==> config.mk <==
export PLATFORM = sky130hd
export DESIGN_NAME = cpu_pipe_top
export DESIGN_NICKNAME = d
export VERILOG_FILES = /design/src/design/cpu_pipe_pkg.sv /design/src/design/reg_file.sv /design/src/design/decode_stage.sv /design/src/design/operand_stage.sv /design/src/design/execute_stage.sv /design/src/design/writeback_stage.sv /design/src/design/cpu_pipe_top.sv
export SDC_FILE = /design/constraint.sdc
export NUM_CORES = 2
export LEC_CHECK = 0
export CAP_MARGIN = 20
export CORE_MARGIN = 2
export CORE_UTILIZATION = 23
export CTS_CLUSTER_SIZE = 24
export DETAILED_ROUTE_END_ITERATION = 7
export DONT_BUFFER_PORTS = 1
export SLEW_MARGIN = 20
export SYNTH_ARGS = -nofsm -noshare
export SYNTH_HDL_FRONTEND = slang
export SYNTH_SLANG_ARGS = --single-unit
==> constraint.sdc <==
create_clock -name i_clk -period 12.45 [get_ports i_clk]
set_clock_uncertainty 0.2 [all_clocks]
set_input_delay 3.735 -clock i_clk [delete_from_list [all_inputs] [get_ports i_clk]]
set_output_delay 3.735 -clock i_clk [all_outputs]
set_load 0.01 [all_outputs]
==> src/design/cpu_pipe_pkg.sv <==
package cpu_pipe_pkg;

    localparam int NBITS       = 32;
    localparam int REG_SEL_W   = 5;
    localparam int IN_DEPTH    = 4;                      // Also the source's starting credits
    localparam int OUT_CREDITS = 2;                      // Records the sink can take

    localparam int IN_PTR_W   = $clog2(IN_DEPTH);
    localparam int IN_CNT_W   = $clog2(IN_DEPTH + 1);
    localparam int OUT_CRED_W = $clog2(OUT_CREDITS + 1);

    // Major opcodes
    localparam logic [5:0] OP_RTYPE = 6'h00;
    localparam logic [5:0] OP_ADDIU = 6'h09;
    localparam logic [5:0] OP_SLTI  = 6'h0a;
    localparam logic [5:0] OP_ANDI  = 6'h0c;
    localparam logic [5:0] OP_ORI   = 6'h0d;
    localparam logic [5:0] OP_XORI  = 6'h0e;
    localparam logic [5:0] OP_LUI   = 6'h0f;

    // R-type function codes
    localparam logic [5:0] FN_SLL  = 6'h00;
    localparam logic [5:0] FN_ADDU = 6'h21;
    localparam logic [5:0] FN_SUBU = 6'h23;
    localparam logic [5:0] FN_AND  = 6'h24;
    localparam logic [5:0] FN_OR   = 6'h25;
    localparam logic [5:0] FN_XOR  = 6'h26;
    localparam logic [5:0] FN_SLT  = 6'h2a;

    typedef enum logic [2:0] {
        ALU_ADD, ALU_SUB, ALU_AND, ALU_OR, ALU_XOR, ALU_SLT, ALU_SLL, ALU_LUI
    } alu_op_t;

    typedef enum logic {
        EXT_SIGN, EXT_ZERO
    } ext_mode_t;

    typedef struct packed {
        logic [NBITS-1:0]     pc;
        logic [REG_SEL_W-1:0] rs;
        logic [REG_SEL_W-1:0] rt;
        logic [REG_SEL_W-1:0] dst;
        logic [15:0]          imm;
        logic [4:0]           sa;
        alu_op_t              alu_op;
        logic                 imm_as_b;                  // B from immediate, not rt
        logic                 sa_as_a;                   // A from shift amount, not rs
        ext_mode_t            ext;
        logic                 wr_en;
        logic                 illegal;
    } dec_t;

    typedef struct packed {
        logic [NBITS-1:0]     pc;
        logic [NBITS-1:0]     opnd_a;
        logic [NBITS-1:0]     opnd_b;
        alu_op_t              alu_op;
        logic [REG_SEL_W-1:0] dst;
        logic                 wr_en;
        logic                 illegal;
    } opr_t;

    typedef struct packed {
        logic [NBITS-1:0]     pc;
        logic [NBITS-1:0]     result;
        logic [REG_SEL_W-1:0] dst;
        logic                 wr_en;
        logic                 illegal;
    } exe_t;

    typedef struct packed {
        logic [NBITS-1:0]     pc;
        logic [REG_SEL_W-1:0] dst;
        logic [NBITS-1:0]     result;
        logic                 illegal;
    } wb_rec_t;

endpackage

==> src/design/reg_file.sv <==
module reg_file (
    input  logic                               i_clk,
    input  logic                               i_rst_n,
    input  logic [cpu_pipe_pkg::REG_SEL_W-1:0] i_rs_sel,
    input  logic [cpu_pipe_pkg::REG_SEL_W-1:0] i_rt_sel,
    input  logic                               i_wr_en,
    input  logic [cpu_pipe_pkg::REG_SEL_W-1:0] i_rd_sel,
    input  logic [cpu_pipe_pkg::NBITS-1:0]     i_wr_data,
    output logic [cpu_pipe_pkg::NBITS-1:0]     o_rs_data,
    output logic [cpu_pipe_pkg::NBITS-1:0]     o_rt_data
);
    import cpu_pipe_pkg::*;

    logic [NBITS-1:0] regs [2**REG_SEL_W-1:1];           // No storage for r0

    always_ff @(posedge i_clk or negedge i_rst_n) begin
        if (!i_rst_n) begin
            for (int i = 1; i < 2**REG_SEL_W; i++) begin
                regs[i] <= '0;
            end
        end else if (i_wr_en && (i_rd_sel != '0)) begin
            regs[i_rd_sel] <= i_wr_data;
        end
    end

    // Old value on a same-cycle write
    assign o_rs_data = (i_rs_sel == '0) ? '0 : regs[i_rs_sel];
    assign o_rt_data = (i_rt_sel == '0) ? '0 : regs[i_rt_sel];

endmodule

==> src/design/decode_stage.sv <==
module decode_stage (
    input  logic                           i_clk,
    input  logic                           i_rst_n,
    input  logic                           i_instr_valid,
    input  logic [cpu_pipe_pkg::NBITS-1:0] i_instr,
    input  logic [cpu_pipe_pkg::NBITS-1:0] i_pc,
    input  logic                           i_hold,      // Decode register not taken
    output logic                           o_instr_credit,
    output logic                           o_dec_valid,
    output cpu_pipe_pkg::dec_t             o_dec
);
    import cpu_pipe_pkg::*;

    logic [NBITS-1:0]    fifo_instr [IN_DEPTH];
    logic [NBITS-1:0]    fifo_pc    [IN_DEPTH];
    logic [IN_PTR_W-1:0] wr_ptr;
    logic [IN_PTR_W-1:0] rd_ptr;
    logic [IN_CNT_W-1:0] fifo_cnt;
    logic                pop;
    logic [NBITS-1:0]    head_instr;
    logic [NBITS-1:0]    head_pc;
    logic [5:0]          opcode;
    logic [5:0]          funct;
    dec_t                dec_next;

    assign head_instr = fifo_instr[rd_ptr];
    assign head_pc    = fifo_pc[rd_ptr];
    assign pop        = (fifo_cnt != '0) && (!o_dec_valid || !i_hold);

    // Source only sends with a credit, so the FIFO never overflows
    always_ff @(posedge i_clk) begin
        if (i_instr_valid) begin
            fifo_instr[wr_ptr] <= i_instr;
            fifo_pc[wr_ptr]    <= i_pc;
        end
    end

    always_ff @(posedge i_clk or negedge i_rst_n) begin
        if (!i_rst_n) begin
            wr_ptr         <= '0;
            rd_ptr         <= '0;
            fifo_cnt       <= '0;
            o_instr_credit <= 1'b0;
        end else begin
            if (i_instr_valid) wr_ptr <= wr_ptr + IN_PTR_W'(1);
            if (pop) rd_ptr <= rd_ptr + IN_PTR_W'(1);
            fifo_cnt       <= fifo_cnt + IN_CNT_W'(i_instr_valid) - IN_CNT_W'(pop);
            o_instr_credit <= pop;                       // One slot freed
        end
    end

    always_comb begin
        opcode          = head_instr[31:26];
        funct           = head_instr[5:0];
        dec_next        = '0;
        dec_next.pc     = head_pc;
        dec_next.rs     = head_instr[25:21];
        dec_next.rt     = head_instr[20:16];
        dec_next.dst    = head_instr[20:16];             // I-type writes rt
        dec_next.imm    = head_instr[15:0];
        dec_next.sa     = head_instr[10:6];
        dec_next.alu_op = ALU_ADD;
        dec_next.ext    = EXT_SIGN;
        dec_next.wr_en  = 1'b1;
        case (opcode)
            OP_RTYPE: begin
                dec_next.dst = head_instr[15:11];
                case (funct)
                    FN_ADDU: dec_next.alu_op = ALU_ADD;
                    FN_SUBU: dec_next.alu_op = ALU_SUB;
                    FN_AND:  dec_next.alu_op = ALU_AND;
                    FN_OR:   dec_next.alu_op = ALU_OR;
                    FN_XOR:  dec_next.alu_op = ALU_XOR;
                    FN_SLT:  dec_next.alu_op = ALU_SLT;
                    FN_SLL: begin
                        dec_next.alu_op  = ALU_SLL;
                        dec_next.sa_as_a = 1'b1;
                    end
                    default: dec_next.illegal = 1'b1;
                endcase
            end
            OP_ADDIU: dec_next.imm_as_b = 1'b1;
            OP_SLTI: begin
                dec_next.alu_op   = ALU_SLT;
                dec_next.imm_as_b = 1'b1;
            end
            OP_ANDI, OP_ORI, OP_XORI: begin
                dec_next.imm_as_b = 1'b1;
                dec_next.ext      = EXT_ZERO;
                dec_next.alu_op   = (opcode == OP_ANDI) ? ALU_AND :
                                    (opcode == OP_ORI)  ? ALU_OR  : ALU_XOR;
            end
            OP_LUI: begin
                dec_next.alu_op   = ALU_LUI;
                dec_next.imm_as_b = 1'b1;
                dec_next.ext      = EXT_ZERO;
            end
            default: dec_next.illegal = 1'b1;
        endcase
        if (dec_next.illegal) begin
            dec_next.wr_en = 1'b0;                       // Record only, no write
            dec_next.dst   = '0;
        end
    end

    always_ff @(posedge i_clk or negedge i_rst_n) begin
        if (!i_rst_n) begin
            o_dec_valid <= 1'b0;
        end else if (pop) begin
            o_dec_valid <= 1'b1;
        end else if (!i_hold) begin
            o_dec_valid <= 1'b0;                         // Taken, nothing behind it
        end
    end

    always_ff @(posedge i_clk) begin
        if (pop) o_dec <= dec_next;
    end

endmodule

==> src/design/operand_stage.sv <==
module operand_stage (
    input  logic                               i_clk,
    input  logic                               i_rst_n,
    input  logic                               i_dec_valid,
    input  cpu_pipe_pkg::dec_t                 i_dec,
    input  logic                               i_hold,
    input  logic [cpu_pipe_pkg::NBITS-1:0]     i_rs_data,
    input  logic [cpu_pipe_pkg::NBITS-1:0]     i_rt_data,
    input  logic                               i_clr_en,
    input  logic [cpu_pipe_pkg::REG_SEL_W-1:0] i_clr_sel,
    output logic                               o_take,
    output logic [cpu_pipe_pkg::REG_SEL_W-1:0] o_rs_sel,
    output logic [cpu_pipe_pkg::REG_SEL_W-1:0] o_rt_sel,
    output logic                               o_opr_valid,
    output cpu_pipe_pkg::opr_t                 o_opr
);
    import cpu_pipe_pkg::*;

    logic [2**REG_SEL_W-1:0] pending;                    // Write in flight per register
    logic                    use_rs;
    logic                    use_rt;
    logic                    stall;
    logic [NBITS-1:0]        ext_imm;
    opr_t                    opr_next;

    assign o_rs_sel = i_dec.rs;
    assign o_rt_sel = i_dec.rt;

    assign use_rs = !i_dec.sa_as_a;
    assign use_rt = !i_dec.imm_as_b;
    // One pending bit per register, so a second writer waits for the first
    assign stall  = i_dec_valid && ((use_rs && pending[i_dec.rs]) ||
                                    (use_rt && pending[i_dec.rt]) ||
                                    (i_dec.wr_en && pending[i_dec.dst]));
    assign o_take = i_dec_valid && !stall && !i_hold;

    assign ext_imm = (i_dec.ext == EXT_SIGN) ? {{16{i_dec.imm[15]}}, i_dec.imm} :
                                               {16'h0000, i_dec.imm};

    always_comb begin
        opr_next.pc      = i_dec.pc;
        opr_next.opnd_a  = i_dec.sa_as_a ? {{(NBITS-5){1'b0}}, i_dec.sa} : i_rs_data;
        opr_next.opnd_b  = i_dec.imm_as_b ? ext_imm : i_rt_data;
        opr_next.alu_op  = i_dec.alu_op;
        opr_next.dst     = i_dec.dst;
        opr_next.wr_en   = i_dec.wr_en;
        opr_next.illegal = i_dec.illegal;
    end

    // A set in the same cycle overrides a clear
    always_ff @(posedge i_clk or negedge i_rst_n) begin
        if (!i_rst_n) begin
            pending <= '0;
        end else begin
            if (i_clr_en) pending[i_clr_sel] <= 1'b0;
            if (o_take && i_dec.wr_en && (i_dec.dst != '0)) begin
                pending[i_dec.dst] <= 1'b1;
            end
        end
    end

    always_ff @(posedge i_clk or negedge i_rst_n) begin
        if (!i_rst_n) begin
            o_opr_valid <= 1'b0;
        end else if (!i_hold) begin
            o_opr_valid <= i_dec_valid && !stall;        // Bubble on a hazard
        end
    end

    always_ff @(posedge i_clk) begin
        if (o_take) o_opr <= opr_next;
    end

endmodule

==> src/design/execute_stage.sv <==
module execute_stage (
    input  logic               i_clk,
    input  logic               i_rst_n,
    input  logic               i_opr_valid,
    input  cpu_pipe_pkg::opr_t i_opr,
    input  logic               i_hold,
    output logic               o_exe_valid,
    output cpu_pipe_pkg::exe_t o_exe
);
    import cpu_pipe_pkg::*;

    logic [NBITS-1:0] alu_res;
    exe_t             exe_next;

    always_comb begin
        case (i_opr.alu_op)
            ALU_ADD: alu_res = i_opr.opnd_a + i_opr.opnd_b;
            ALU_SUB: alu_res = i_opr.opnd_a - i_opr.opnd_b;
            ALU_AND: alu_res = i_opr.opnd_a & i_opr.opnd_b;
            ALU_OR:  alu_res = i_opr.opnd_a | i_opr.opnd_b;
            ALU_XOR: alu_res = i_opr.opnd_a ^ i_opr.opnd_b;
            ALU_SLT: alu_res = {{(NBITS-1){1'b0}},
                                $signed(i_opr.opnd_a) < $signed(i_opr.opnd_b)};
            ALU_SLL: alu_res = i_opr.opnd_b << i_opr.opnd_a[4:0];  // A holds shamt
            ALU_LUI: alu_res = i_opr.opnd_b << 16;
            default: alu_res = '0;
        endcase
    end

    always_comb begin
        exe_next.pc      = i_opr.pc;
        exe_next.result  = i_opr.illegal ? '0 : alu_res;
        exe_next.dst     = i_opr.dst;
        exe_next.wr_en   = i_opr.wr_en;
        exe_next.illegal = i_opr.illegal;
    end

    always_ff @(posedge i_clk or negedge i_rst_n) begin
        if (!i_rst_n) begin
            o_exe_valid <= 1'b0;
        end else if (!i_hold) begin
            o_exe_valid <= i_opr_valid;
        end
    end

    always_ff @(posedge i_clk) begin
        if (!i_hold && i_opr_valid) o_exe <= exe_next;
    end

endmodule

==> src/design/writeback_stage.sv <==
module writeback_stage (
    input  logic                               i_clk,
    input  logic                               i_rst_n,
    input  logic                               i_exe_valid,
    input  cpu_pipe_pkg::exe_t                 i_exe,
    input  logic                               i_wb_credit,
    output logic                               o_hold,
    output logic                               o_wr_en,
    output logic [cpu_pipe_pkg::REG_SEL_W-1:0] o_wr_sel,
    output logic [cpu_pipe_pkg::NBITS-1:0]     o_wr_data,
    output logic                               o_wb_valid,
    output cpu_pipe_pkg::wb_rec_t              o_wb_rec
);
    import cpu_pipe_pkg::*;

    logic [OUT_CRED_W-1:0] credits;
    logic                  out_full;
    logic                  send;
    logic                  accept;

    assign send   = out_full && (credits != '0);
    assign o_hold = out_full && (credits == '0);         // Record stuck without credit
    assign accept = i_exe_valid && !o_hold;

    // Register write and scoreboard release on acceptance
    assign o_wr_en    = accept && i_exe.wr_en;
    assign o_wr_sel   = i_exe.dst;
    assign o_wr_data  = i_exe.result;
    assign o_wb_valid = send;

    always_ff @(posedge i_clk or negedge i_rst_n) begin
        if (!i_rst_n) begin
            credits  <= OUT_CRED_W'(OUT_CREDITS);
            out_full <= 1'b0;
        end else begin
            credits <= credits + OUT_CRED_W'(i_wb_credit) - OUT_CRED_W'(send);
            if (accept) begin
                out_full <= 1'b1;
            end else if (send) begin
                out_full <= 1'b0;
            end
        end
    end

    always_ff @(posedge i_clk) begin
        if (accept) begin
            o_wb_rec.pc      <= i_exe.pc;
            o_wb_rec.dst     <= i_exe.dst;
            o_wb_rec.result  <= i_exe.result;
            o_wb_rec.illegal <= i_exe.illegal;
        end
    end

endmodule

==> src/design/cpu_pipe_top.sv <==
module cpu_pipe_top (
    input  logic                           i_clk,
    input  logic                           i_rst_n,
    input  logic                           i_instr_valid,
    input  logic [cpu_pipe_pkg::NBITS-1:0] i_instr,
    input  logic [cpu_pipe_pkg::NBITS-1:0] i_pc,
    input  logic                           i_wb_credit,
    output logic                           o_instr_credit,
    output logic                           o_wb_valid,
    output cpu_pipe_pkg::wb_rec_t          o_wb_rec
);
    import cpu_pipe_pkg::*;

    logic                 dec_valid;
    dec_t                 dec;
    logic                 opr_take;
    logic [REG_SEL_W-1:0] rs_sel;
    logic [REG_SEL_W-1:0] rt_sel;
    logic [NBITS-1:0]     rs_data;
    logic [NBITS-1:0]     rt_data;
    logic                 opr_valid;
    opr_t                 opr;
    logic                 exe_valid;
    exe_t                 exe;
    logic                 wb_hold;
    logic                 wr_en;
    logic [REG_SEL_W-1:0] wr_sel;
    logic [NBITS-1:0]     wr_data;

    decode_stage u_decode (
        .i_clk(i_clk), .i_rst_n(i_rst_n),
        .i_instr_valid(i_instr_valid), .i_instr(i_instr), .i_pc(i_pc),
        .i_hold(!opr_take),                              // Held until operand takes it
        .o_instr_credit(o_instr_credit), .o_dec_valid(dec_valid), .o_dec(dec)
    );

    reg_file u_reg_file (
        .i_clk(i_clk), .i_rst_n(i_rst_n),
        .i_rs_sel(rs_sel), .i_rt_sel(rt_sel),
        .i_wr_en(wr_en), .i_rd_sel(wr_sel), .i_wr_data(wr_data),
        .o_rs_data(rs_data), .o_rt_data(rt_data)
    );

    operand_stage u_operand (
        .i_clk(i_clk), .i_rst_n(i_rst_n),
        .i_dec_valid(dec_valid), .i_dec(dec), .i_hold(wb_hold),
        .i_rs_data(rs_data), .i_rt_data(rt_data),
        .i_clr_en(wr_en), .i_clr_sel(wr_sel),            // Writeback releases scoreboard
        .o_take(opr_take), .o_rs_sel(rs_sel), .o_rt_sel(rt_sel),
        .o_opr_valid(opr_valid), .o_opr(opr)
    );

    execute_stage u_execute (
        .i_clk(i_clk), .i_rst_n(i_rst_n),
        .i_opr_valid(opr_valid), .i_opr(opr), .i_hold(wb_hold),
        .o_exe_valid(exe_valid), .o_exe(exe)
    );

    writeback_stage u_writeback (
        .i_clk(i_clk), .i_rst_n(i_rst_n),
        .i_exe_valid(exe_valid), .i_exe(exe), .i_wb_credit(i_wb_credit),
        .o_hold(wb_hold), .o_wr_en(wr_en), .o_wr_sel(wr_sel), .o_wr_data(wr_data),
        .o_wb_valid(o_wb_valid), .o_wb_rec(o_wb_rec)
    );

endmodule

### After elaboration in Yosys (flattened, before gate mapping)

Memory sizes are Yosys's and may differ from the RTL's. A register that Yosys moved wholly into a read port is not among the register bits.
Index checks and enable logic that the tools add are counted.

* multiplexer cells: 42
* magnitude comparators: 7
* shift-type cells: 1
* add/sub/neg operators: 8
* reductions and logical operators: 42
* eq/ne operators: 19
* bitwise gates (word level): 6

Operators with widths (number)
* $bwmux W992: 1
* $bmux W32 S5: 2
* $mux W32: 8
* $pmux W32 S8: 1
* $demux W32 S5: 1
* $and A32 B32 Y32: 2
* $or A32 B32 Y32: 2
* $eq A6 B4 Y1 const B: 6
* $eq A6 B6 Y1 const B: 6
* $add A32 B32 Y32: 1
* $lt A32 B32 Y1: 1
* $not A32 Y32: 1
* $shl A32 B5 Y32: 1
* $sub A32 B32 Y32: 1
* $xor A32 B32 Y32: 1
* $lt A5 B6 Y1 const B: 4
* $pmux W3 S6: 1
* $logic_and A1 B1 Y1: 17
* $mux W1: 16
* $bmux W1 S5: 3
* $mux W5: 3
* $eq A3 B3 Y1 const B: 4
* $logic_not A6 Y1: 2
* $pmux W3 S4: 1
* 24 further kinds: 39

* input port bits: 68
* word-level logic and storage cells: 196
* bits in writable memories: 256
* register bits: 1329
* memories: 2

Memories
* u_decode.fifo_instr: words 4, width 32, rd ports 1, clocked after Yosys merged registers in 0, wr ports 1, line decode_stage.sv:14 `logic [NBITS-1:0] fifo_instr [IN_DEPTH];`
* u_decode.fifo_pc: words 4, width 32, rd ports 1, clocked after Yosys merged registers in 1, wr ports 1, line decode_stage.sv:15 `logic [NBITS-1:0] fifo_pc [IN_DEPTH];`

### Depth between registers and ports, before layout

* depth in word-level cells: 12
* depth in mapped cells: 16
* depth with buffers taken out: 14

### Cells and area by module

A second synthesis with hierarchy kept.

* cell total of the unflattened synthesis: 5817
* area total of the unflattened synthesis: 83425.0 µm²

Modules (own cells, without submodules)
* reg_file: sequential area each 24823.8 µm², cells an instance 3681, times used 1, area an instance 53356.2 µm²
* decode_stage: sequential area each 10044.6 µm², cells an instance 496, times used 1, area an instance 12144.1 µm²
* execute_stage: sequential area each 2157.1 µm², cells an instance 1094, times used 1, area an instance 9080.0 µm²
* operand_stage: sequential area each 4008.8 µm², cells an instance 423, times used 1, area an instance 6294.8 µm²
* writeback_stage: sequential area each 2178.3 µm², cells an instance 122, times used 1, area an instance 2546.2 µm²
* cpu_pipe_top: sequential area each 0.0 µm², cells an instance 1, times used 1, area an instance 3.8 µm²

### Worst setup path after synthesis

Ideal clock, no wire load.

* path type: reg2reg
* start point: register u_decode.o_dec[29] (netlist bit)
* end point: register u_decode.fifo_cnt[2]
* data required time: 12.127 ns
* library setup time: 0.123 ns
* slack: 5.158 ns
* stages on the path, launching flop included: 15
* data arrival time: 6.969 ns
* path buffers: 1
* cell sequence: edfxtp_1 buf_2 mux4_2 mux4_2 mux2_2 a211oi_1 and2b_1 nor2_1 ha_1 inv_1 ha_1 inv_1 fa_1 xnor2_1 xnor2_1

* longest elaborated chain between the ends: 11

RTL lines
* start: declaration: line decode_stage.sv:10 `output cpu_pipe_pkg::dec_t o_dec`
* start signal: assignment: line decode_stage.sv:117 `if (pop) o_dec <= dec_next;`
* $bmux W1 S5: line operand_stage.sv:34 `(i_dec.wr_en && pending[i_dec.dst]));`
* $mux W1 (implied by the code): line operand_stage.sv:34
* $logic_and A1 B1 Y1: line operand_stage.sv:34
* $logic_or A1 B1 Y1: line operand_stage.sv:33 `(use_rt && pending[i_dec.rt]) ||`
* $logic_and A1 B1 Y1: line operand_stage.sv:32 `assign stall = i_dec_valid && ((use_rs && pending[i_dec.rs]) ||`
* $logic_not A1 Y1: line operand_stage.sv:35 `assign o_take = i_dec_valid && !stall && !i_hold;`
* $logic_and A1 B1 Y1 (2 in series): line operand_stage.sv:35
* $logic_or A1 B1 Y1: line decode_stage.sv:28 `assign pop = (fifo_cnt != '0) && (!o_dec_valid || !i_hold);`
* $logic_and A1 B1 Y1: line decode_stage.sv:28
* net u_decode.pop: line decode_stage.sv:19 `logic pop;`
* $sub A3 B1 Y3: line decode_stage.sv:47 `fifo_cnt <= fifo_cnt + IN_CNT_W'(i_instr_valid) - IN_CNT_W'(pop);`
* end signal: assignment: line decode_stage.sv:47
* end: declaration: line decode_stage.sv:18 `logic [IN_CNT_W-1:0] fifo_cnt;`

The timed path passes the listed nets, and every way through them passes these cells. The select of a mux whose other input is x is not followed.
A chain may end at the register's enable or synchronous reset.

### Final worst setup path

* start point: register u_writeback.credits[1]
* end point: output port o_wb_valid

* longest elaborated chain between the ends: 2

RTL lines
* start: declaration: line writeback_stage.sv:16 `logic [OUT_CRED_W-1:0] credits;`
* start signal: assignment: line writeback_stage.sv:33 `credits <= OUT_CRED_W'(OUT_CREDITS);`
* start signal: assignment: line writeback_stage.sv:36 `credits <= credits + OUT_CRED_W'(i_wb_credit) - OUT_CRED_W'(send);`
* $reduce_bool A2 Y1: line writeback_stage.sv:21 `assign send = out_full && (credits != '0);`
* $logic_and A1 B1 Y1: line writeback_stage.sv:21
* end: declaration: line cpu_pipe_top.sv:9 `output logic o_wb_valid,`

No other way between the ends.

==> reports/summary.log <==
[die] Die Footprint 0.359 sq mm
[routing] vias after detailed routing 49400
[synthesis] Adder-Cell Fraction of Synth Area 0.0167
[synthesis] number of enable-type register cells in the synthesized netlist 574
[clocking] clock buffers created by TritonCTS 184
[synthesis] share of synthesized cell area in and, or, nand and nor gates 0.0259
[setup_path] arrival time worst endpoint 1.67 ns
[clocking] register clock-pin slew on the reported worst setup and hold paths 0.06 ns
[layout] nets 5248
[placed_design] port bufs 0
[synthesis] instance count of the mapped netlist 5224
[die] cell row count 218
[clocking] count of hold buffers inserted by post-cts repair 0
[placed_design] final RePlAce weighted congestion 0.922
[global_route] global-route total usage across every layer 0.142
[hold_path] Hold Crit Depth 0
[run] max-cap viol count 0
[global_route] sum of overflow across all layers after global routing 0
[setup_path] critical path class reg -> out
[setup_path] R2R Path Start u_decode.o_dec[39]
[synthesis] net count after synthesis 5399
[hold_path] class of the tightest hold or removal check reg -> reg
[routing] Routed WL 260 mm
[global_route] via count of the first global-routing pass 51000
[global_route] number of antenna violations at the first check in global routing 19
[synthesis] XOR/XNOR share of the synthesized area 0.00516
[routing] via count normalized by instance count 4.97
[timing] Max-Slew Margin vs Limit 0.197
[layout] post-route standard cell area excluding fillers 0.0933 sq mm
[timing] Worst-Margin Slew 1.20 ns
[setup_path] cells along the critical path nor2_1 -> nor2b_1
[clocking] number of buffers on the longest clock path 4
[timing] final count of pins violating max slew 0
[setup_path] largest driver fanout on the critical path 2
[placed_design] Detailed Place HPWL 153 mm
[die] Core ar. 0.352 sq mm
[run_status] result of the run completed
[timing] sum of negative setup slack 0 ns
[layout] Finished Layout Cells 9949
[die] die outline height 599 um
[layout] leading cell types in the layout, fill and taps excluded 1060 x mux2_2, 1035 x dfrtp_1, 686 x mux4_2, 574 x edfxtp_1, 185 x clkbuf_16
[routing] DRC violations left 0
[timing] Fmax achieved 178 MHz
[timing] share of the cycle needed by the critical path after routing 0.450
[synthesis] post-synthesis sequential area ratio 0.531
[die] starting density of the core 0.231
[synthesis] warning count from the yosys run 0
[setup_path] Setup crit end kind primary output
[setup_path] Worst path max stage delay 0.54 ns
[timing] unrepaired setup endpoints after global routing false
[placed_design] number of placed instances with taps included 9599
[setup_path] start point of the critical path u_writeback.credits[1]
[timing] post-route worst setup slack 6.85 ns
[clocking] Clk Tree Root Cell clkbuf_16
[setup_path] nature of the critical path startpoint flip-flop
[layout] FILL cells 35700
[synthesis] post-synth design cell area 0.0814 sq mm
[global_route] pin count of the biggest net entering global routing 241
[synthesis] most used flip-flop cell after synthesis dfrtp_1
[setup_path] WP data required 8.51 ns
[setup_path] capturing point of the worst reg2reg path u_operand.o_opr[59]
[power_and_ir_drop] IR drop worst, VDD 0.275 mV
[clocking] Resized cells post-CTS 0
[placed_design] placed instance area 0.0869 sq mm
[die] horizontal die dimension 599 um
[routing] antenna violation net count after detailed routing 0
[clocking] CTS tree yes
[global_route] wire length of the first global-routing pass 375 mm
[clocking] source-to-sink clock delay at the later pin of the worst-skew pair 0.84 ns
[layout] Sequential Area 0.0432 sq mm
[synthesis] average footprint of a synthesized cell 15.6 sq um
[clocking] TritonCTS Sinks 1612
[timing] final number of setup-violating endpoints 0
[setup_path] kind of cell with the highest combined delay on the critical path flip-flops
[layout] most common cell after layout, fill and taps aside mux2_2
[layout] area growth from synthesis to final layout 14.5%
[layout] layout cells sized above 1 0.427
[routing] drt first pass iters 7
[synthesis] largest family of logic cells by synthesized area multiplexers
[setup_path] worst reg-to-reg setup slack 6.91 ns
[die] # IOs 140
[setup_path] standard cell with the maximum stage delay on the critical path dfstp_2
[hold_path] hold path start u_operand.o_opr[98]
[placed_design] worst setup timing slack at the placement stage 6.57 ns
[synthesis] count of state elements after synthesis 1612
[clocking] H-tree Lvls 4
[synthesis] proportion of synthesized flip-flops having asynchronous set or reset 0.644
[clocking] post-CTS setup buffer count 0
[layout] multi-input combinational cell area 0.0362 sq mm
[power_and_ir_drop] leakage power summed over all cells 37.1 nW
[synthesis] unique cell type count in the Yosys netlist 76
[setup_path] sum of buffers and inverters on the critical path 0
[power_and_ir_drop] Cell Pwr Density 276 mW/mm^2
[timing] WHS 0.214 ns
[routing] starting DRC count in detailed routing 5047
[synthesis] multiplexer area fraction after synthesis 0.348
[setup_path] R2R depth 8
[timing] fin crit period 5.60 ns
[routing] detail-routed net length per standard cell 26.1 um
[hold_path] Endpoint, Worst Hold u_execute.o_exe[63]
[timing] hold violation count in the final report 0
[synthesis] area fraction in compound gates after synthesis 0.0452
[metrics by stage]
step                      utilization  power (mW)
final                           0.265        25.8
after global routing            0.265        27.0
after CTS                       0.264        25.8
after detailed placement        0.247        20.3
after global placement          0.247        20.1
after floorplan                     -        16.4
[flip-flops by register name (all words and copies together) (netlist names)]
| signal | count |
|---|---|
| u_execute.o_exe_valid | 1 |
| u_decode.fifo_cnt | 3 |
| u_decode.fifo_pc | 128 |
| u_decode.o_instr_credit | 1 |
| u_decode.o_dec_valid | 1 |
| u_decode.wr_ptr | 2 |
| u_reg_file.regs | 992 |
| u_decode.fifo_instr | 128 |
| u_execute.o_exe | 71 |
| u_writeback.out_full | 1 |
| u_decode.rd_ptr | 2 |
| u_decode.o_dec | 71 |
| u_writeback.o_wb_rec | 70 |
| u_operand.pending | 32 |
| u_writeback.credits | 2 |
| u_operand.o_opr_valid | 1 |
| u_operand.o_opr | 106 |
[synth_stat cells, types with 31 or more instances]
master / instances / area (sq um)
nor2_1: 164 / 616
a22o_1: 62 / 543
a211oi_1: 31 / 233
clkbuf_1: 381 / 1430
dfrtp_1: 1037 / 25900
mux2_2: 1060 / 11900
inv_1: 138 / 518
mux4_2: 686 / 15400
nand2_1: 132 / 495
ha_1: 104 / 1300
buf_1: 78 / 293
nor3_1: 34 / 170
mux2i_1: 94 / 941
o21ai_0: 122 / 611
xnor2_1: 38 / 333
a21oi_1: 102 / 510
edfxtp_1: 574 / 17200
o22ai_1: 47 / 294
[where the power goes]
group          internal [mW]  switching [mW]
combinational           4.64            6.07
clock                   3.18            2.26
sequential              7.85            1.76
[logic make-up (layout without fill, tap and decap cells)]
family / after synthesis / after routing
flip-flops: 1612 / 1612
XOR/XNOR: 48 / 48
adder cells (fa/ha/maj): 107 / 107
buffers and inverters: 610 / 599
other: 0 / 6
multiplexers: 1840 / 1840
AND/OR/NAND/NOR: 460 / 460
AO/OA/AOI/OAI: 547 / 547
[cell type report]
type,count,share of cell area
inverter,142,0.00572
clock inverter,86,0.00973
sequential,1612,0.463
multi-input combinational,3002,0.389
clock buffer,240,0.0543
timing repair buffer,131,0.0146
antenna,6,0.000161
tap,4730,0.0635
[routing by layer]
layer | vias up | share of wire | track usage
li1 | 20000 | - | -
met1 | 26900 | 0.42 | 0.192
met2 | 1994 | 0.47 | 0.226
met3 | 504 | 0.076 | 0.0279
met4 | 4 | 0.034 | 0.0471
met5 | - | 0.000092 | 0
[how the worst max path moves through the flow]
stage	cells after the start	endpoint	slack, ns
floorplan	14	u_decode.fifo_cnt[2]	5.16
global placement	2	u_reg_file.regs[263]	6.66
detailed placement	2	u_decode.o_instr_credit	6.57
CTS	2	o_wb_valid	6.77
global route	8	u_operand.o_opr[59]	6.49
finish	2	o_wb_valid	6.85
Note: power is estimated with default switching activity, not from simulation.
